==> config.mk <==
export PLATFORM = sky130hd
export DESIGN_NAME = ingress_desc_top
export DESIGN_NICKNAME = d
export VERILOG_FILES = /design/src/dsp_pkg.sv /design/src/ingress_desc_top.sv /design/src/desc_fifo.sv /design/src/descriptor_dispatch.sv /design/src/bufid_pool.sv /design/src/hdr_extract.sv
export SDC_FILE = /design/constraint.sdc
export NUM_CORES = 1
export LEC_CHECK = 0
export BUFFER_PORTS_ARGS = -buffer_cell sky130_fd_sc_hd__buf_4
export CORE_UTILIZATION = 55
export CTS_BUF_LIST = sky130_fd_sc_hd__clkbuf_4 sky130_fd_sc_hd__clkbuf_8
export DETAILED_ROUTE_END_ITERATION = 8
export PLACE_DENSITY = 0.71
export REMOVE_ABC_BUFFERS = 1
export SYNTH_ARGS = -nofsm -noshare
export SYNTH_HDL_FRONTEND = slang
export SYNTH_SLANG_ARGS = --single-unit
==> constraint.sdc <==
create_clock -name i_clk -period 16.3 [get_ports i_clk]
set_clock_uncertainty 0.2 [all_clocks]
set_input_delay 2.445 -clock i_clk [delete_from_list [all_inputs] [get_ports i_clk]]
set_output_delay 2.445 -clock i_clk [all_outputs]
set_load 0.05 [all_outputs]
==> src/dsp_pkg.sv <==
// Ingress descriptor definitions

package dsp_pkg;

    ////////////////////////////////////////
    // field widths
    ////////////////////////////////////////

    typedef logic [8:0]  bufid_t;
    typedef logic [15:0] eth_type_t;
    // classes 0 to 2 are time-triggered
    typedef logic [2:0]  frame_class_t;
    typedef logic [13:0] flow_id_t;
    typedef logic [10:0] pkt_len_t;
    typedef logic [2:0]  inport_t;
    typedef logic [15:0] drop_cnt_t;

    ////////////////////////////////////////
    // limits
    ////////////////////////////////////////

    localparam eth_type_t    TSN_ETH_TYPE   = 16'h1800;
    localparam frame_class_t TT_CLASS_MAX   = 3'd2;
    localparam pkt_len_t     MIN_FRAME_LEN  = 11'd64;
    localparam pkt_len_t     MAX_FRAME_LEN  = 11'd1522;
    // pool owns ids 0 .. BUFID_NUM-1
    localparam int           BUFID_NUM      = 16;
    localparam int           TT_QUEUE_DEPTH = 4;
    localparam int           BE_QUEUE_DEPTH = 8;

    ////////////////////////////////////////
    // header and descriptor layouts
    ////////////////////////////////////////

    // parsed header, one per strobe
    typedef struct packed {
        eth_type_t    eth_type;
        frame_class_t frame_class;
        flow_id_t     flow_id;
        pkt_len_t     pkt_len;
        inport_t      inport;
    } frame_hdr_t;

    // descriptor bits 30:0
    typedef struct packed {
        frame_class_t frame_class;
        flow_id_t     flow_id;
        pkt_len_t     pkt_len;
        inport_t      inport;
    } desc_body_t;

    // buffer id in bits 39:31
    typedef struct packed {
        bufid_t     bufid;
        desc_body_t body;
    } desc_t;

endpackage
==> src/ingress_desc_top.sv <==
// Ingress descriptor path top

`timescale 1ns/1ps

module ingress_desc_top (
    input  logic                 i_clk,
    input  logic                 i_rst_n,
    input  logic                 i_hdr_wr,
    input  dsp_pkg::frame_hdr_t  i_hdr,
    input  logic                 i_tt_rd,
    input  logic                 i_be_rd,
    input  logic                 i_release_wr,
    input  dsp_pkg::bufid_t      i_release_bufid,
    output dsp_pkg::desc_t       o_tt_desc,
    output logic                 o_tt_empty,
    output dsp_pkg::desc_t       o_be_desc,
    output logic                 o_be_empty,
    output dsp_pkg::drop_cnt_t   o_drop_cnt,
    output logic [4:0]           o_free_cnt
);
    import dsp_pkg::*;

    // extractor to dispatcher
    logic       desc_wr;
    desc_body_t desc_body;
    eth_type_t  eth_type;
    // pool to dispatcher
    logic       bufid_valid;
    bufid_t     bufid;
    logic       bufid_ack;
    // dispatcher to queues
    logic       tt_wr;
    desc_t      tt_desc;
    logic       tt_full;
    logic       be_wr;
    desc_t      be_desc;
    logic       be_full;

    hdr_extract u_hdr_extract (
        .i_clk       (i_clk),
        .i_rst_n     (i_rst_n),
        .i_hdr_wr    (i_hdr_wr),
        .i_hdr       (i_hdr),
        .o_desc_wr   (desc_wr),
        .o_desc_body (desc_body),
        .o_eth_type  (eth_type)
    );

    bufid_pool u_bufid_pool (
        .i_clk           (i_clk),
        .i_rst_n         (i_rst_n),
        .i_ack           (bufid_ack),
        .i_release_wr    (i_release_wr),
        .i_release_bufid (i_release_bufid),
        .o_bufid_valid   (bufid_valid),
        .o_bufid         (bufid),
        .o_free_cnt      (o_free_cnt)
    );

    descriptor_dispatch u_dispatch (
        .i_clk         (i_clk),
        .i_rst_n       (i_rst_n),
        .i_desc_wr     (desc_wr),
        .i_desc_body   (desc_body),
        .i_eth_type    (eth_type),
        .i_bufid_valid (bufid_valid),
        .i_bufid       (bufid),
        .i_tt_full     (tt_full),
        .i_be_full     (be_full),
        .o_bufid_ack   (bufid_ack),
        .o_tt_wr       (tt_wr),
        .o_tt_desc     (tt_desc),
        .o_be_wr       (be_wr),
        .o_be_desc     (be_desc),
        .o_drop_cnt    (o_drop_cnt)
    );

    ////////////////////////////////////////
    // descriptor queues
    ////////////////////////////////////////

    desc_fifo #(.DEPTH(TT_QUEUE_DEPTH)) u_tt_queue (
        .i_clk   (i_clk),
        .i_rst_n (i_rst_n),
        .i_wr    (tt_wr),
        .i_desc  (tt_desc),
        .i_rd    (i_tt_rd),
        .o_desc  (o_tt_desc),
        .o_empty (o_tt_empty),
        .o_full  (tt_full)
    );

    desc_fifo #(.DEPTH(BE_QUEUE_DEPTH)) u_be_queue (
        .i_clk   (i_clk),
        .i_rst_n (i_rst_n),
        .i_wr    (be_wr),
        .i_desc  (be_desc),
        .i_rd    (i_be_rd),
        .o_desc  (o_be_desc),
        .o_empty (o_be_empty),
        .o_full  (be_full)
    );

endmodule

==> src/desc_fifo.sv <==
// Show-ahead descriptor queue

`timescale 1ns/1ps

module desc_fifo #(
    parameter int DEPTH = 4
) (
    input  logic            i_clk,
    input  logic            i_rst_n,
    input  logic            i_wr,
    input  dsp_pkg::desc_t  i_desc,
    input  logic            i_rd,
    output dsp_pkg::desc_t  o_desc,
    output logic            o_empty,
    output logic            o_full
);
    import dsp_pkg::*;

    desc_t                        mem [DEPTH];
    logic [$clog2(DEPTH)-1:0]     rd_ptr;
    logic [$clog2(DEPTH)-1:0]     wr_ptr;
    logic [$clog2(DEPTH+1)-1:0]   count;
    logic                         do_wr;
    logic                         do_rd;

    assign do_wr   = i_wr && (count != DEPTH);
    assign do_rd   = i_rd && (count != 0);
    assign o_desc  = mem[rd_ptr];
    assign o_empty = (count == 0);
    // also full when the write landing at this edge takes the last slot
    assign o_full  = (count == DEPTH) || ((count == DEPTH - 1) && i_wr && !i_rd);

    always_ff @(posedge i_clk or negedge i_rst_n) begin
        if (!i_rst_n) begin
            rd_ptr <= '0;
            wr_ptr <= '0;
            count  <= '0;
        end else begin
            if (do_wr) wr_ptr <= (wr_ptr == DEPTH - 1) ? '0 : wr_ptr + 1'b1;
            if (do_rd) rd_ptr <= (rd_ptr == DEPTH - 1) ? '0 : rd_ptr + 1'b1;
            case ({do_wr, do_rd})
                2'b10:   count <= count + 1'b1;
                2'b01:   count <= count - 1'b1;
                default: count <= count;
            endcase
        end
    end

    always_ff @(posedge i_clk) begin
        if (do_wr) mem[wr_ptr] <= i_desc;
    end

    a_no_overrun: assert property (
        @(posedge i_clk) disable iff (!i_rst_n)
        i_wr |-> (count != DEPTH)
    ) else $error("descriptor write into full queue");

endmodule

==> src/descriptor_dispatch.sv <==
// Descriptor dispatcher

`timescale 1ns/1ps

module descriptor_dispatch (
    input  logic                 i_clk,
    input  logic                 i_rst_n,
    input  logic                 i_desc_wr,
    input  dsp_pkg::desc_body_t  i_desc_body,
    input  dsp_pkg::eth_type_t   i_eth_type,
    input  logic                 i_bufid_valid,
    input  dsp_pkg::bufid_t      i_bufid,
    input  logic                 i_tt_full,
    input  logic                 i_be_full,
    output logic                 o_bufid_ack,
    output logic                 o_tt_wr,
    output dsp_pkg::desc_t       o_tt_desc,
    output logic                 o_be_wr,
    output dsp_pkg::desc_t       o_be_desc,
    output dsp_pkg::drop_cnt_t   o_drop_cnt
);
    import dsp_pkg::*;

    logic  is_tt;
    logic  tgt_full;
    logic  accept;
    desc_t new_desc;

    ////////////////////////////////////////
    // classify
    ////////////////////////////////////////

    // tsn ethertype with a time-triggered class goes to the tt queue
    assign is_tt    = (i_eth_type == TSN_ETH_TYPE) && (i_desc_body.frame_class <= TT_CLASS_MAX);
    assign tgt_full = is_tt ? i_tt_full : i_be_full;
    // needs a free id and room in the chosen queue
    assign accept   = i_desc_wr && i_bufid_valid && !tgt_full;
    assign new_desc = '{bufid: i_bufid, body: i_desc_body};

    ////////////////////////////////////////
    // strobes and drop counter
    ////////////////////////////////////////

    always_ff @(posedge i_clk or negedge i_rst_n) begin
        if (!i_rst_n) begin
            o_bufid_ack <= 1'b0;
            o_tt_wr     <= 1'b0;
            o_be_wr     <= 1'b0;
            o_drop_cnt  <= '0;
        end else begin
            o_bufid_ack <= accept;
            o_tt_wr     <= accept && is_tt;
            o_be_wr     <= accept && !is_tt;
            if (i_desc_wr && !accept) begin
                o_drop_cnt <= o_drop_cnt + 16'd1;
            end
        end
    end

    // descriptors held until the next write into the same queue
    always_ff @(posedge i_clk) begin
        if (accept && is_tt) begin
            o_tt_desc <= new_desc;
        end
        if (accept && !is_tt) begin
            o_be_desc <= new_desc;
        end
    end

    a_one_queue: assert property (
        @(posedge i_clk) disable iff (!i_rst_n)
        !(o_tt_wr && o_be_wr)
    ) else $error("descriptor written to both queues");

endmodule

==> src/bufid_pool.sv <==
// Packet buffer id pool

`timescale 1ns/1ps

module bufid_pool (
    input  logic             i_clk,
    input  logic             i_rst_n,
    input  logic             i_ack,
    input  logic             i_release_wr,
    input  dsp_pkg::bufid_t  i_release_bufid,
    output logic             o_bufid_valid,
    output dsp_pkg::bufid_t  o_bufid,
    output logic [4:0]       o_free_cnt
);
    import dsp_pkg::*;

    typedef enum logic {
        FILL,
        RUN
    } pool_state_t;

    pool_state_t                  state;
    bufid_t                       free_list [BUFID_NUM];
    logic [$clog2(BUFID_NUM)-1:0] rd_ptr;
    logic [$clog2(BUFID_NUM)-1:0] wr_ptr;
    logic [$clog2(BUFID_NUM)-1:0] rd_ptr_nxt;
    logic [$clog2(BUFID_NUM)-1:0] wr_ptr_nxt;
    logic [4:0]                   free_cnt;
    logic                         fill_wr;
    logic                         push;
    logic                         pop;

    assign rd_ptr_nxt = (rd_ptr == BUFID_NUM - 1) ? '0 : rd_ptr + 1'b1;
    assign wr_ptr_nxt = (wr_ptr == BUFID_NUM - 1) ? '0 : wr_ptr + 1'b1;

    // fill writes the slot index as the id, so ids come out ascending
    assign fill_wr = (state == FILL);
    assign push    = (state == RUN) && i_release_wr && (free_cnt != BUFID_NUM);
    assign pop     = (state == RUN) && i_ack && (free_cnt != 5'd0);

    // head as it stands once the pending ack has popped
    assign o_bufid_valid = (state == RUN) && (i_ack ? (free_cnt > 5'd1) : (free_cnt != 5'd0));
    assign o_bufid       = i_ack ? free_list[rd_ptr_nxt] : free_list[rd_ptr];
    assign o_free_cnt    = free_cnt;

    ////////////////////////////////////////
    // init fsm, pointers and count
    ////////////////////////////////////////

    always_ff @(posedge i_clk or negedge i_rst_n) begin
        if (!i_rst_n) begin
            state    <= FILL;
            rd_ptr   <= '0;
            wr_ptr   <= '0;
            free_cnt <= '0;
        end else begin
            case (state)
                FILL:    if (wr_ptr == BUFID_NUM - 1) state <= RUN;
                RUN:     state <= RUN;
                default: state <= FILL;
            endcase
            if (fill_wr || push) wr_ptr <= wr_ptr_nxt;
            if (pop) rd_ptr <= rd_ptr_nxt;
            free_cnt <= free_cnt + {4'd0, fill_wr || push} - {4'd0, pop};
        end
    end

    always_ff @(posedge i_clk) begin
        if (fill_wr || push) begin
            free_list[wr_ptr] <= fill_wr ? bufid_t'(wr_ptr) : i_release_bufid;
        end
    end

    // the dispatcher only acks a head it saw as valid
    a_ack_nonempty: assert property (
        @(posedge i_clk) disable iff (!i_rst_n)
        i_ack |-> (state == RUN) && (free_cnt != 5'd0)
    ) else $error("buffer id ack while pool empty");

    a_release_room: assert property (
        @(posedge i_clk) disable iff (!i_rst_n)
        i_release_wr |-> (free_cnt != BUFID_NUM)
    ) else $error("buffer id release into full pool");

endmodule

==> src/hdr_extract.sv <==
// Frame header extractor

`timescale 1ns/1ps

module hdr_extract (
    input  logic                 i_clk,
    input  logic                 i_rst_n,
    input  logic                 i_hdr_wr,
    input  dsp_pkg::frame_hdr_t  i_hdr,
    output logic                 o_desc_wr,
    output dsp_pkg::desc_body_t  o_desc_body,
    output dsp_pkg::eth_type_t   o_eth_type
);
    import dsp_pkg::*;

    logic len_ok;
    logic accept;

    // runt and oversized frames never leave this block
    assign len_ok = (i_hdr.pkt_len >= MIN_FRAME_LEN) && (i_hdr.pkt_len <= MAX_FRAME_LEN);
    assign accept = i_hdr_wr && len_ok;

    ////////////////////////////////////////
    // strobe
    ////////////////////////////////////////

    always_ff @(posedge i_clk or negedge i_rst_n) begin
        if (!i_rst_n) begin
            o_desc_wr <= 1'b0;
        end else begin
            o_desc_wr <= accept;
        end
    end

    ////////////////////////////////////////
    // descriptor body
    ////////////////////////////////////////

    always_ff @(posedge i_clk) begin
        if (accept) begin
            o_desc_body <= '{frame_class: i_hdr.frame_class,
                             flow_id:     i_hdr.flow_id,
                             pkt_len:     i_hdr.pkt_len,
                             inport:      i_hdr.inport};
            o_eth_type  <= i_hdr.eth_type;
        end
    end

    // a two-cycle strobe needs a header in each of the two cycles before
    a_strobe_source: assert property (
        @(posedge i_clk) disable iff (!i_rst_n)
        (o_desc_wr && $past(o_desc_wr)) |-> ($past(i_hdr_wr, 2) && $past(i_hdr_wr))
    ) else $error("descriptor strobe held without matching header strobes");

endmodule

==> results by group, run 1 <==
Global route
  • Maximum number of pins on one net before global-route repair: 70
  • Global route overflow: 0
  • Global-route wire length before repair: slightly below 100 mm
  • Total routing resource utilization after global routing: 22.9%
  • Initial antenna violation count: 2
  • Via count of the first global-routing pass: 16,300

STA
  • Headroom to the max-slew limit: 9.97%
  • Unrepaired setup endpoints after global routing: false
  • Post-Route Setup TNS: 0 ns
  • Final setup vio count: 0
  • Post-route fraction of the period consumed by the critical path: between 30% and 40%
  • Final hold vios: 0
  • Final Max Tran Viols: 0
  • Final setup margin: 10.05 ns
  • Highest Clock Rate: ~0.16 GHz
  • Tightest Pin Transition: 1.35 ns
  • Final worst path period need: 6.25 ns

Worst hold path
  • Min-delay worst type: flip-flop to flip-flop
  • Hold Path Origin: u_hdr_extract.o_desc_body[10]
  • Worst hold path stage count: 0

Synthesis
  • Simple-gate share of the synthesized area: about 3.5%
  • Number of storage elements in the synthesis netlist: 802
  • Dominant synthesized flop cell: sky130_fd_sc_hd__edfxtp_1
  • Share of synthesized cell area in full adder, half adder and majority cells: 1.30%
  • Syn Area/Cell: 20.7 µm²
  • Area contributors post-synth: sky130_fd_sc_hd__edfxtp_1, sky130_fd_sc_hd__mux4_2, sky130_fd_sc_hd__dfrtp_1, sky130_fd_sc_hd__mux2_2, sky130_fd_sc_hd__ha_1
  • Number of warning messages in the yosys log: 0
  • Top cell type's share of synthesized area: 71.5%
  • Share of the synthesized area in compound gates (AO/OA/AOI/OAI): under 10%
  • Area share of xor/xnor cells in the synthesized design: 0.667%
  • Top cell type by total area after synthesis: sky130_fd_sc_hd__edfxtp_1
  • Number of flops mapped to enable cells by yosys: 751
  • Asr flop ratio synth: 6.36%
  • Multiplexer share of the synthesized area: roughly 15%
  • Syn Inst Count: 1,526
  • Sequential share of the synthesized area: 75.6%
  • Count of distinct cell types in the synthesized netlist: 68
  • Post-synth design cell area: 0.0315 mm²
  • Combinational family with the most area after synthesis: multiplexers

Pwr
  • Proportion of power drawn by the clock network: 25.7%
  • Proportion of power drawn by combinational gates: approximately a third
  • Sequential fraction of design power: between 40% and 50%
  • Sw Ratio: 34.6%
  • Net switching power figure: 2.30 mW
  • VDD IR max: 0.000163 V
  • Leak pwr: 12.1 nW
  • Power per cell area: about 180 mW/mm²
  • P_int: between 4 and 5 mW

Clocking
  • Resized cells post-CTS: 0
  • Buffer cell driving the clock tree root: sky130_fd_sc_hd__clkbuf_8
  • Deepest level of the CTS H-tree: 3
  • Worst-path clk slew: ~0.060 ns
  • Hold buffers post-CTS: 0
  • Num CTS Buffers: 120
  • Clock Latency Late Sink: about 0.7 ns
  • Post-CTS Setup Inserts: 0
  • CTS tree: built
  • Maximum clock path buffer count: 3
  • # clock sinks: 802

Routing
  • Vias per std cell: 5.94
  • First DRT Iteration DRCs: 1,393
  • Detailed Routing Iterations Pass 1: 5
  • Total Routed Length: 64.6 mm
  • # DRC: 0
  • Final routed wire length divided by cell count: 24.5 µm
  • DR vias: ~16,000
  • Count of nets left with antenna violations after detail routing: 0

Floorplan
  • Number of ports placed on the die boundary: between 150 and 200
  • Area of the core: around 0.056 mm²
  • X dimension of the die: 241 µm
  • Starting utilization of the core area: 55.8%
  • Area enclosed by the die boundary: 0.0583 mm²
  • Die height: 241 µm
  • Standard-cell rows: 87

Worst setup path
  • Critical path, cell by cell: buf_4, mux4_2, mux2_2, buf_4
  • Instance count on the critical path: 4
  • Critical Path Max Stage Delay: 0.91 ns
  • Required time worst endpoint: 13.65 ns
  • Crit path capture type: primary output
  • Delay-heaviest family, CP: buffers and inverters
  • Worst path bufs/invs: 2
  • R2r worst-path depth: 6
  • Highest-delay cell along the critical path: sky130_fd_sc_hd__dfrtp_4
  • Worst setup path startpoint: u_be_queue.rd_ptr[0]
  • Setup Crit Path Kind: flip-flop to primary output
  • Startpoint type of the worst setup path: flip-flop
  • Data arrival time of the critical path: 3.61 ns
  • Most Frequent Cell on Critical Path: sky130_fd_sc_hd__buf_4
  • Critical R2R Launch: u_bufid_pool.rd_ptr[3]
  • Crit path max fanout: 48

Run status
  • Status: completed

Placement
  • Total of buffers placed on input and output ports: 164
  • Post-Place Cells: about 2,400
  • Detailed placer's ending HPWL: 37.2 mm
  • Placer's final routability congestion estimate: 0.802
  • Placement Setup Slack: 10.68 ns

Cells and area
  • Final #Nets: 1,867
  • Layout Utilization: around 64%
  • Post-route non-filler standard cell count: 2,633
  • Synthesis-to-finish area growth: 15.1%
  • Antenna cells: 0
  • Share of post-route cells with drive strength above 1: 34.7%

Run
  • Number of maximum-capacitance constraint violations: 0
[Yosys cell counts, types with 5 or more instances]
library cell                instances
sky130_fd_sc_hd__a222oi_1          16
sky130_fd_sc_hd__nand2b_1          20
sky130_fd_sc_hd__nor4_1             8
sky130_fd_sc_hd__nor2_1            29
sky130_fd_sc_hd__and3_1            16
sky130_fd_sc_hd__a31oi_1           13
sky130_fd_sc_hd__clkbuf_1          29
sky130_fd_sc_hd__xor2_1            14
sky130_fd_sc_hd__buf_2             27
sky130_fd_sc_hd__mux4_2           174
sky130_fd_sc_hd__nor3_1            29
sky130_fd_sc_hd__buf_4              6
sky130_fd_sc_hd__edfxtp_1         751
sky130_fd_sc_hd__nand4_1            6
sky130_fd_sc_hd__a21oi_1           16
sky130_fd_sc_hd__mux2_2            56
sky130_fd_sc_hd__mux2i_1            9
sky130_fd_sc_hd__nand3_1           13
sky130_fd_sc_hd__ha_1              28
sky130_fd_sc_hd__o2bb2ai_1          8
sky130_fd_sc_hd__inv_1             25
sky130_fd_sc_hd__o31ai_1           10
sky130_fd_sc_hd__a21o_1             7
sky130_fd_sc_hd__and2_1             8
sky130_fd_sc_hd__o21ai_0           18
sky130_fd_sc_hd__buf_1              7
sky130_fd_sc_hd__o22ai_1            5
sky130_fd_sc_hd__xnor2_1           10
sky130_fd_sc_hd__a211oi_1           6
sky130_fd_sc_hd__and4_1             5
sky130_fd_sc_hd__dfrtp_1           51
sky130_fd_sc_hd__nand2_1           51
[layout by cell type, fill, tap and decap left out, types with 12 or more instances in the layout]
| cell | synthesis | routed |
|---|---|---|
| sky130_fd_sc_hd__nor3_1 | 29 | 21 |
| sky130_fd_sc_hd__edfxtp_1 | 751 | 751 |
| sky130_fd_sc_hd__ha_1 | 28 | 28 |
| sky130_fd_sc_hd__and3_1 | 16 | 12 |
| sky130_fd_sc_hd__nand2b_1 | 20 | 20 |
| sky130_fd_sc_hd__mux2_2 | 56 | 56 |
| sky130_fd_sc_hd__clkinv_1 | 0 | 33 |
| sky130_fd_sc_hd__clkbuf_4 | 0 | 27 |
| sky130_fd_sc_hd__a222oi_1 | 16 | 16 |
| sky130_fd_sc_hd__xor2_1 | 14 | 14 |
| sky130_fd_sc_hd__mux4_2 | 174 | 174 |
| sky130_fd_sc_hd__o21ai_0 | 18 | 17 |
| sky130_fd_sc_hd__nor2_1 | 29 | 25 |
| sky130_fd_sc_hd__buf_4 | 6 | 196 |
| sky130_fd_sc_hd__a21oi_1 | 16 | 16 |
| sky130_fd_sc_hd__clkbuf_8 | 0 | 126 |
| sky130_fd_sc_hd__dfrtp_1 | 51 | 44 |
| sky130_fd_sc_hd__nand2_1 | 51 | 51 |
| sky130_fd_sc_hd__a31oi_1 | 13 | 13 |
| sky130_fd_sc_hd__nand3_1 | 13 | 13 |
| sky130_fd_sc_hd__clkinv_2 | 0 | 22 |
| sky130_fd_sc_hd__inv_1 | 25 | 25 |
[cells by family (layout without fill, tap and decap cells)]
group | count (synthesis) | after routing
multiplexers | 239 | 239
AND/OR/NAND/NOR | 208 | 208
flip-flops | 802 | 802
adder cells (fa/ha/maj) | 31 | 31
AO/OA/AOI/OAI | 127 | 127
XOR/XNOR | 24 | 24
buffers and inverters | 95 | 446
[path summary, 6_finish.rpt]
path                                            endpoint  slack, ns
worst max-delay path                        o_be_desc[7]      10.05
worst min-delay path            u_dispatch.o_be_desc[10]       0.24
worst max register to register  u_dispatch.o_tt_desc[36]      12.07
worst min register to register  u_dispatch.o_be_desc[10]       0.24
max in group asynchronous           u_be_queue.rd_ptr[1]      13.74
min in group asynchronous         u_bufid_pool.wr_ptr[2]       1.55
[power by group through the flow]
stage | combinational [mW] | sequential (mW) | clock [mW]
final | 2.23 | 2.72 | 1.71
after global routing | 2.36 | 2.75 | 1.83
after global placement | 2.23 | 2.75 | 0
after detailed placement | 2.25 | 2.77 | 0
after floorplan | 1.49 | 2.85 | 0
after CTS | 2.25 | 2.72 | 1.74
[layout make-up]
cell class	count	area [µm²]
multi-input combinational	629	7400
inverter	25	93.8
sequential	802	23800
clock buffer	153	1940
tap	756	946
clock inverter	72	622
fill	3721	20200
timing repair buffer	196	1470
[sequential cells by signal, indices dropped and copies added, names as in the netlist, 4 cells and up]
signal	flops
u_dispatch.o_drop_cnt	16
u_be_queue.mem	320
u_hdr_extract.o_eth_type	16
u_be_queue.count	4
u_bufid_pool.rd_ptr	4
u_hdr_extract.o_desc_body	31
u_bufid_pool.wr_ptr	4
u_dispatch.o_be_desc	40
u_dispatch.o_tt_desc	40
u_tt_queue.mem	160
u_bufid_pool.o_free_cnt	5
u_bufid_pool.free_list	144
[per-layer routing]
layer	GRT usage [%]	wire length, µm	vias to the layer above
li1	-	-	6861
met1	29.7	25400	8121
met2	38.6	33200	574
met3	4.88	4670	92
met4	7.96	1310	4
met5	0	21	-
[per-stage QoR]
step | total power [mW] | instance area (µm²) | hold slack (ns)
after floorplan | 4.34 | 31200 | 0.221
after detailed placement | 5.01 | 33800 | 0.229
after global routing | 6.95 | 36300 | 0.257
after global placement | 4.98 | 33800 | 0.224
after CTS | 6.72 | 36300 | 0.244
final | 6.65 | 36300 | 0.243
(Power assumes the default switching activity.)
==> run 2, diff against run 1 <==
--- a/config.mk
+++ b/config.mk
@@ -9,7 +9,7 @@
 export CORE_UTILIZATION = 55
 export CTS_BUF_LIST = sky130_fd_sc_hd__clkbuf_4 sky130_fd_sc_hd__clkbuf_8
 export DETAILED_ROUTE_END_ITERATION = 8
-export PLACE_DENSITY = 0.71
+export PLACE_DENSITY = 0.74
 export REMOVE_ABC_BUFFERS = 1
 export SYNTH_ARGS = -nofsm -noshare
 export SYNTH_HDL_FRONTEND = slang
==> constraint.sdc (replaced) <==
create_clock -name i_clk -period 5.7 [get_ports i_clk]
set_clock_uncertainty 0.2 [all_clocks]
set_input_delay 0.855 -clock i_clk [delete_from_list [all_inputs] [get_ports i_clk]]
set_output_delay 0.855 -clock i_clk [all_outputs]
set_load 0.05 [all_outputs]
==> run 2 against run 1 <==
Effect of this change: routed wire length is 0.24% lower; setup slack worse by 8.6 ns; global-route usage is 0.24 points lower; count of clock-buffer cells in the layout is 9 higher; worst hold slack worse by 0.13 ns; sequential share of layout area is 0.22 points higher; utilization is 0.22 points lower.
==> results by group, run 2 (same netlist as run 1, synthesis figures left out) <==
Run status
  • Status: completed

Routing
  • Total Routed Length: 64.4 mm
  • First DRT Iteration DRCs: 1,494
  • Vias per std cell: 6.01
  • Count of nets left with antenna violations after detail routing: 0
  • DR vias: 15,800
  • Highest signal layer in the routed design: met4
  • Routed length on met3: roughly 4.8 mm
  • Final routed wire length divided by cell count: 24.5 µm
  • # DRC: 0
  • M1 wire length: around 25 mm
  • Met2 wire length: 32.9 mm
  • Detailed Routing Iterations Pass 1: 7

Worst setup path
  • Required time worst endpoint: 4.64 ns
  • R2r worst-path depth: 7
  • Crit path max fanout: 52
  • Data arrival time of the critical path: 3.15 ns
  • Crit path capture type: primary output
  • Critical Path Max Stage Delay: 0.85 ns
  • Startpoint type of the worst setup path: flip-flop
  • Critical path, cell by cell: buf_12, mux4_2, mux2_2, buf_4
  • Setup Crit Path Kind: flip-flop to primary output
  • Highest-delay cell along the critical path: sky130_fd_sc_hd__dfrtp_4

Global route
  • Global-route wire length before repair: 96.8 mm
  • Global route overflow: 0
  • Via count of the first global-routing pass: 16,500
  • Total routing resource utilization after global routing: 22.6%
  • Initial antenna violation count: 1
  • Maximum number of pins on one net before global-route repair: 83

Cells and area
  • Post-route non-filler standard cell count: 2,631
  • Largest reg by FF count: u_be_queue.mem
  • Final non-filler cell area: 0.0362 mm²
  • Layout Utilization: 64.0%
  • Most used cells in the layout excluding fill and tap cells: sky130_fd_sc_hd__edfxtp_1, sky130_fd_sc_hd__buf_4, sky130_fd_sc_hd__mux4_2, sky130_fd_sc_hd__clkbuf_8, sky130_fd_sc_hd__mux2_2
  • Most common cell after layout, fill and taps aside: sky130_fd_sc_hd__edfxtp_1
  • Flip-flop count of the largest register after layout: 320
  • Fill cell instance count of the final layout: between 3,000 and 4,000
  • Largest regs: u_be_queue.mem: 320 flops, u_tt_queue.mem: 160 flops, u_bufid_pool.free_list: 144 flops
  • Final #Nets: between 1,500 and 2,000
  • Share of post-route cells with drive strength above 1: between 30% and 40%
  • Synthesis-to-finish area growth: 14.7%
  • Antenna cells: 0

Placement
  • Total of buffers placed on input and output ports: 164
  • Placer's final routability congestion estimate: 0.905
  • Post-Place Cells: 2,408
  • Post-DP Area: 0.0337 mm²
  • Placement Setup Slack: 1.67 ns
  • Detailed placer's ending HPWL: 38.2 mm

Clocking
  • Worst-path clk slew: 0.06 ns
  • Deepest level of the CTS H-tree: 3
  • Resized cells post-CTS: 0
  • Clock Latency Late Sink: 0.71 ns
  • # clock sinks: 802
  • Buffer cell driving the clock tree root: sky130_fd_sc_hd__clkbuf_8
  • Maximum clock path buffer count: 3
  • Num CTS Buffers: 119
  • CTS tree: built

Floorplan
  • Area enclosed by the die boundary: 0.0583 mm²
  • X dimension of the die: around 240 µm
  • Number of ports placed on the die boundary: 165
  • Standard-cell rows: 87
  • Area of the core: between 0.05 and 0.06 mm²
  • Die height: around 240 µm
  • Starting utilization of the core area: 55.8%

Pwr
  • Leak pwr: 12.1 nW
  • Proportion of power drawn by the clock network: 24.9%
  • Proportion of power drawn by combinational gates: 33.1%
  • VDD IR max: roughly 0.00038 V
  • Sw Ratio: 34.8%
  • Power per cell area: 521 mW/mm²
  • Net switching power figure: 6.56 mW
  • P_int: between 10 and 15 mW
  • Sequential fraction of design power: 42.0%

STA
  • Hold slack final: around 0.12 ns
  • Highest Clock Rate: between 0.2 and 0.25 GHz
  • Post-route fraction of the period consumed by the critical path: 73.8%
  • Final setup vio count: 0
  • Unrepaired setup endpoints after global routing: false
  • Final hold vios: 0
  • Final setup margin: 1.50 ns
  • Headroom to the max-slew limit: 8.69%
  • Final Max Tran Viols: 0
  • Tightest Pin Transition: between 1 and 1.5 ns
  • Final worst path period need: 4.20 ns

Run
  • Number of maximum-capacitance constraint violations: 0

Worst hold path
  • Worst hold path stage count: 1
  • Min-delay worst type: input pin to flip-flop
==> run 2: critical path, delay by kind of cell, from the launching register on <==
kind                   cells  cell delay, ns
muxes                      2            0.87
DFF                        1            0.85
buffers and inverters      2            0.65
==> run 2: timing repair <==
item	4_1_cts	5_1_grt
endpoints found under the hold margin	34	0
buffers inserted	0	0
hold buffers	1	0
==> run 2: final cells by class <==
class / count / area, µm² / share of cell area, %
inverter: 25 / 93.8 / 0.259
clock inverter: 60 / 445 / 1.23
tap: 756 / 946 / 2.61
multi-input combinational: 629 / 7370 / 20.4
clock buffer: 162 / 1990 / 5.50
sequential: 802 / 23800 / 65.9
timing repair buffer: 197 / 1490 / 4.13
==> run 2: stage by stage <==
| step | total power, mW | TNS (ns) |
|---|---|---|
| floorplan | 12.4 | -43.99 |
| global placement | 14.2 | 0 |
| detailed placement | 14.3 | 0 |
| CTS | 19.0 | 0 |
| global route | 19.6 | 0 |
| finish | 18.8 | 0 |
==> run 2: worst paths after layout <==
check | slack (ns) | from | to
max | 1.50 | u_be_queue.rd_ptr[0] | o_be_desc[10]
min in group asynchronous | 0.54 | i_rst_n | u_dispatch.o_drop_cnt[4]
max reg2reg | 1.70 | u_bufid_pool.rd_ptr[1] | u_dispatch.o_tt_desc[36]
max in group asynchronous | 4.19 | i_rst_n | u_be_queue.rd_ptr[0]
min reg2reg | 0.24 | u_hdr_extract.o_desc_body[0] | u_dispatch.o_be_desc[0]
min | 0.12 | i_hdr[46] | u_hdr_extract.o_eth_type[15]
==> run 2: power by group through the flow <==
stage                     clock network [mW]  logic (mW)  registers, mW
after floorplan                            0        4.26           8.16
after global placement                     0        6.19           8.00
after detailed placement                   0        6.29           8.04
after CTS                               4.78        6.31           7.93
after global routing                    5.01        6.62           8.01
final                                   4.69        6.24           7.91
==> run 2: per-layer routing <==
metal / GRT usage (%) / up-vias
met3: 4.69 / 93
met1: 29.6 / 8241
met2: 38.3 / 610
li1: - / 6858
met4: 7.42 / 0
met5: 0 / -
==> run 3, diff against run 2 <==
--- a/config.mk
+++ b/config.mk
@@ -5,6 +5,7 @@
 export SDC_FILE = /design/constraint.sdc
 export NUM_CORES = 1
 export LEC_CHECK = 0
+export ABC_AREA = 1
 export BUFFER_PORTS_ARGS = -buffer_cell sky130_fd_sc_hd__buf_4
 export CORE_UTILIZATION = 55
 export CTS_BUF_LIST = sky130_fd_sc_hd__clkbuf_4 sky130_fd_sc_hd__clkbuf_8
==> constraint.sdc (replaced) <==
create_clock -name i_clk -period 3.4 [get_ports i_clk]
set_clock_uncertainty 0.2 [all_clocks]
set_input_delay 0.51 -clock i_clk [delete_from_list [all_inputs] [get_ports i_clk]]
set_output_delay 0.51 -clock i_clk [all_outputs]
set_load 0.05 [all_outputs]
==> run 3 against run 2 <==
Effect of this change: final cell count increased by 47%; combinational power is 130% higher; utilization is 1.2 points higher; critical endpoint is now o_be_desc[31]; first-iteration DRC count rose by 54%; register-to-register slack lost 1.3 ns; sequential cell count unchanged; power is 89% higher; critical path depth rose by 2; synthesized area is 4.0% higher; largest power group is now combinational logic; sequential power is 63% higher.
==> results by group, run 3 <==
STA
  • Headroom to the max-slew limit: 44.1%
  • Final hold vios: 0
  • Final Max Tran Viols: 0
  • Highest Clock Rate: 0.298 GHz
  • Final setup vio count: 0
  • Tightest Pin Transition: 0.838 ns
  • Final setup margin: around 0.047 ns
  • Unrepaired setup endpoints after global routing: true
  • Final worst path period need: 3.35 ns
  • Post-route fraction of the period consumed by the critical path: 98.6%

Worst setup path
  • Delay-heaviest family, CP: compound AO/OA/AOI/OAI gates
  • Startpoint type of the worst setup path: flip-flop
  • Required time worst endpoint: between 2 and 3 ns
  • Data arrival time of the critical path: 2.64 ns
  • Critical path, cell by cell: buf_12, o21ai_0, o22ai_1, nor2_1, a31oi_2, buf_4
  • Crit path capture type: primary output
  • Setup Crit Path Kind: flip-flop to primary output
  • Critical Path Max Stage Delay: 0.42 ns
  • Worst path bufs/invs: 2
  • Highest-delay cell along the critical path: sky130_fd_sc_hd__dfrtp_2
  • Crit path max fanout: 81

Routing
  • # DRC: 0
  • First DRT Iteration DRCs: between 2,000 and 2,500
  • DR vias: 22,400
  • Detailed Routing Iterations Pass 1: 6
  • Final routed wire length divided by cell count: 21.1 µm
  • Count of nets left with antenna violations after detail routing: 0
  • Total Routed Length: 81.3 mm
  • Vias per std cell: ~5.8

Placement
  • Detailed placer's ending HPWL: 46.9 mm
  • Post-DP Area: 0.0352 mm²
  • Placement Setup Slack: 0.444 ns
  • Total of buffers placed on input and output ports: ~160
  • Placer's final routability congestion estimate: 0.897
  • Post-Place Cells: 3,570

Pwr
  • Leak pwr: 14.2 nW
  • Sequential fraction of design power: 36.2%
  • Power per cell area: about 930 mW/mm²
  • Proportion of power drawn by the clock network: 23.2%
  • Sw Ratio: 41.9%
  • Net switching power figure: around 15 mW
  • Overall power of the completed layout: 35.6 mW
  • VDD IR max: 0.00104 V
  • Proportion of power drawn by combinational gates: 40.6%
  • P_int: 20.7 mW

Floorplan
  • Die height: 246 µm
  • Starting utilization of the core area: 55.6%
  • Area of the core: between 0.05 and 0.06 mm²
  • Number of ports placed on the die boundary: ~170
  • Standard-cell rows: 89
  • X dimension of the die: 246 µm
  • Area enclosed by the die boundary: 0.0606 mm²

Clocking
  • Maximum clock path buffer count: 3
  • Num CTS Buffers: 131
  • # clock sinks: 802
  • Clock Latency Late Sink: a little under 0.8 ns
  • CTS tree: built
  • Deepest level of the CTS H-tree: 4
  • Worst-path clk slew: 0.06 ns
  • Buffer cell driving the clock tree root: sky130_fd_sc_hd__clkbuf_8

Synthesis
  • Sequential share of the synthesized area: 72.6%
  • Syn Inst Count: 2,708
  • Synth top cells by count: sky130_fd_sc_hd__edfxtp_1, sky130_fd_sc_hd__nor2_1, sky130_fd_sc_hd__nand2_1
  • Number of storage elements in the synthesis netlist: about 800
  • Top cell type's share of synthesized area: 68.8%
  • Post-synth design cell area: 0.0328 mm²
  • Dominant synthesized flop cell: sky130_fd_sc_hd__edfxtp_1
  • Syn Area/Cell: 12.1 µm²
  • Top cell type by total area after synthesis: sky130_fd_sc_hd__edfxtp_1
  • Asr flop ratio synth: 6.36%
  • Count of distinct cell types in the synthesized netlist: 36
  • Most instantiated library cell after synthesis: sky130_fd_sc_hd__edfxtp_1
  • Number of warning messages in the yosys log: 0
  • Number of flops mapped to enable cells by yosys: between 700 and 800
  • Area contributors post-synth: sky130_fd_sc_hd__edfxtp_1, sky130_fd_sc_hd__nor2_1, sky130_fd_sc_hd__dfrtp_1, sky130_fd_sc_hd__o21ai_0, sky130_fd_sc_hd__nand3_1

Global route
  • Maximum number of pins on one net before global-route repair: around 130
  • Global route overflow: 0
  • Via count of the first global-routing pass: ~23,000
  • Initial antenna violation count: 1
  • Global-route wire length before repair: approximately 120 mm
  • Total routing resource utilization after global routing: about 27%

Cells and area
  • Share of post-route cells with drive strength above 1: 16.6%
  • Flip-flop count of the largest register after layout: 320
  • Largest regs: u_be_queue.mem: 320 flops, u_tt_queue.mem: 160 flops, u_bufid_pool.free_list: 144 flops
  • Most used cells in the layout excluding fill and tap cells: sky130_fd_sc_hd__edfxtp_1, sky130_fd_sc_hd__nor2_1, sky130_fd_sc_hd__nand2_1, sky130_fd_sc_hd__o21ai_0, sky130_fd_sc_hd__nand3_1
  • Final non-filler cell area: 0.0385 mm²
  • Post-route non-filler standard cell count: 3,855
  • Final #Nets: ~3,100
  • Layout Utilization: 65.2%
  • Largest reg by FF count: u_be_queue.mem
  • Antenna cells: 0
  • Most common cell after layout, fill and taps aside: sky130_fd_sc_hd__edfxtp_1
  • Synthesis-to-finish area growth: 17.3%

Worst hold path
  • Min-delay worst type: input pin to flip-flop

Run
  • Number of maximum-capacitance constraint violations: 0

Run status
  • Status: completed
==> run 3: path summary, 6_finish.rpt <==
path,from,to,slack [ns],cells after the start
setup / recovery,u_be_queue.rd_ptr[1],o_be_desc[31],0.05,6
hold / removal,i_be_rd,u_be_queue.rd_ptr[2],0.06,5
setup reg to reg,u_bufid_pool.o_free_cnt[3],u_bufid_pool.o_free_cnt[4],0.41,15
hold reg to reg,u_hdr_extract.o_desc_body[24],u_dispatch.o_tt_desc[24],0.25,0
max in group asynchronous,i_rst_n,u_be_queue.rd_ptr[0],2.30,2
min in group asynchronous,i_rst_n,u_bufid_pool.o_free_cnt[1],0.13,2
==> run 3: worst min-delay path: stages <==
cell                      delay [ns]
sky130_fd_sc_hd__buf_4          0.11
sky130_fd_sc_hd__inv_1          0.06
sky130_fd_sc_hd__nor2_1         0.13
sky130_fd_sc_hd__nand2_1        0.08
sky130_fd_sc_hd__o21ai_0        0.07
==> run 3: layer usage <==
metal / part of all wire [%] / vias to the layer above / global-route usage, %
li1: - / 10200 / -
met2: 49 / 1159 / 44.1
met1: 38 / 10800 / 34.0
met4: 4.0 / 2 / 13.6
met3: 9.1 / 233 / 6.64
met5: 0.017 / - / 0
==> run 3: kinds of logic after synthesis <==
logic type                 Yosys count  share of synthesized area, %
DFF                                802                          72.6
buffers and inverters              328                          4.07
AOI/OAI and AO/OA                  514                          8.35
and+or+nand+nor                   1013                          13.2
xor gates and xnor gates            20                         0.534
adders and majority gates           31                          1.25
==> run 3: what timing repair did <==
item | 4_1_cts | 5_1_grt
resized for setup | 17 | 3
endpoints found under the hold margin | 100 | 0
hold buffers | 49 | 0
setup buffers | 3 | 0
cloned | 1 | 0
pin swaps | 0 | 0
endpoints found under the setup margin | 39 | 8
==> run 3: cell type report <==
class | count | area (µm²)
Clock inverter | 61 | 414
Sequential cell | 802 | 23800
Fill cell | 4208 | 20500
Tap cell | 773 | 967
Inverter | 179 | 682
Timing Repair Buffer | 291 | 2600
Multi-Input combinational cell | 1578 | 7810
Clock buffer | 171 | 2170
==> run 3: power groups by stage <==
stage	Combinational [mW]	Clock [mW]	Sequential [mW]
2_1_floorplan	8.34	0	13.5
3_3_place_gp	13.6	0	13.1
3_5_place_dp	14.0	0	13.1
4_1_cts	14.3	8.38	12.9
5_1_grt	15.5	8.82	13.0
6_report	14.5	8.28	12.9
==> run 3: through the flow <==
stage / hold WS, ns / setup TNS [ns]
after global routing: 0.0828 / -0.0468
after detailed placement: 0.237 / 0
after CTS: 0.00511 / 0
after global placement: 0.239 / 0
final: 0.0572 / 0
after floorplan: 0.0144 / -184.99
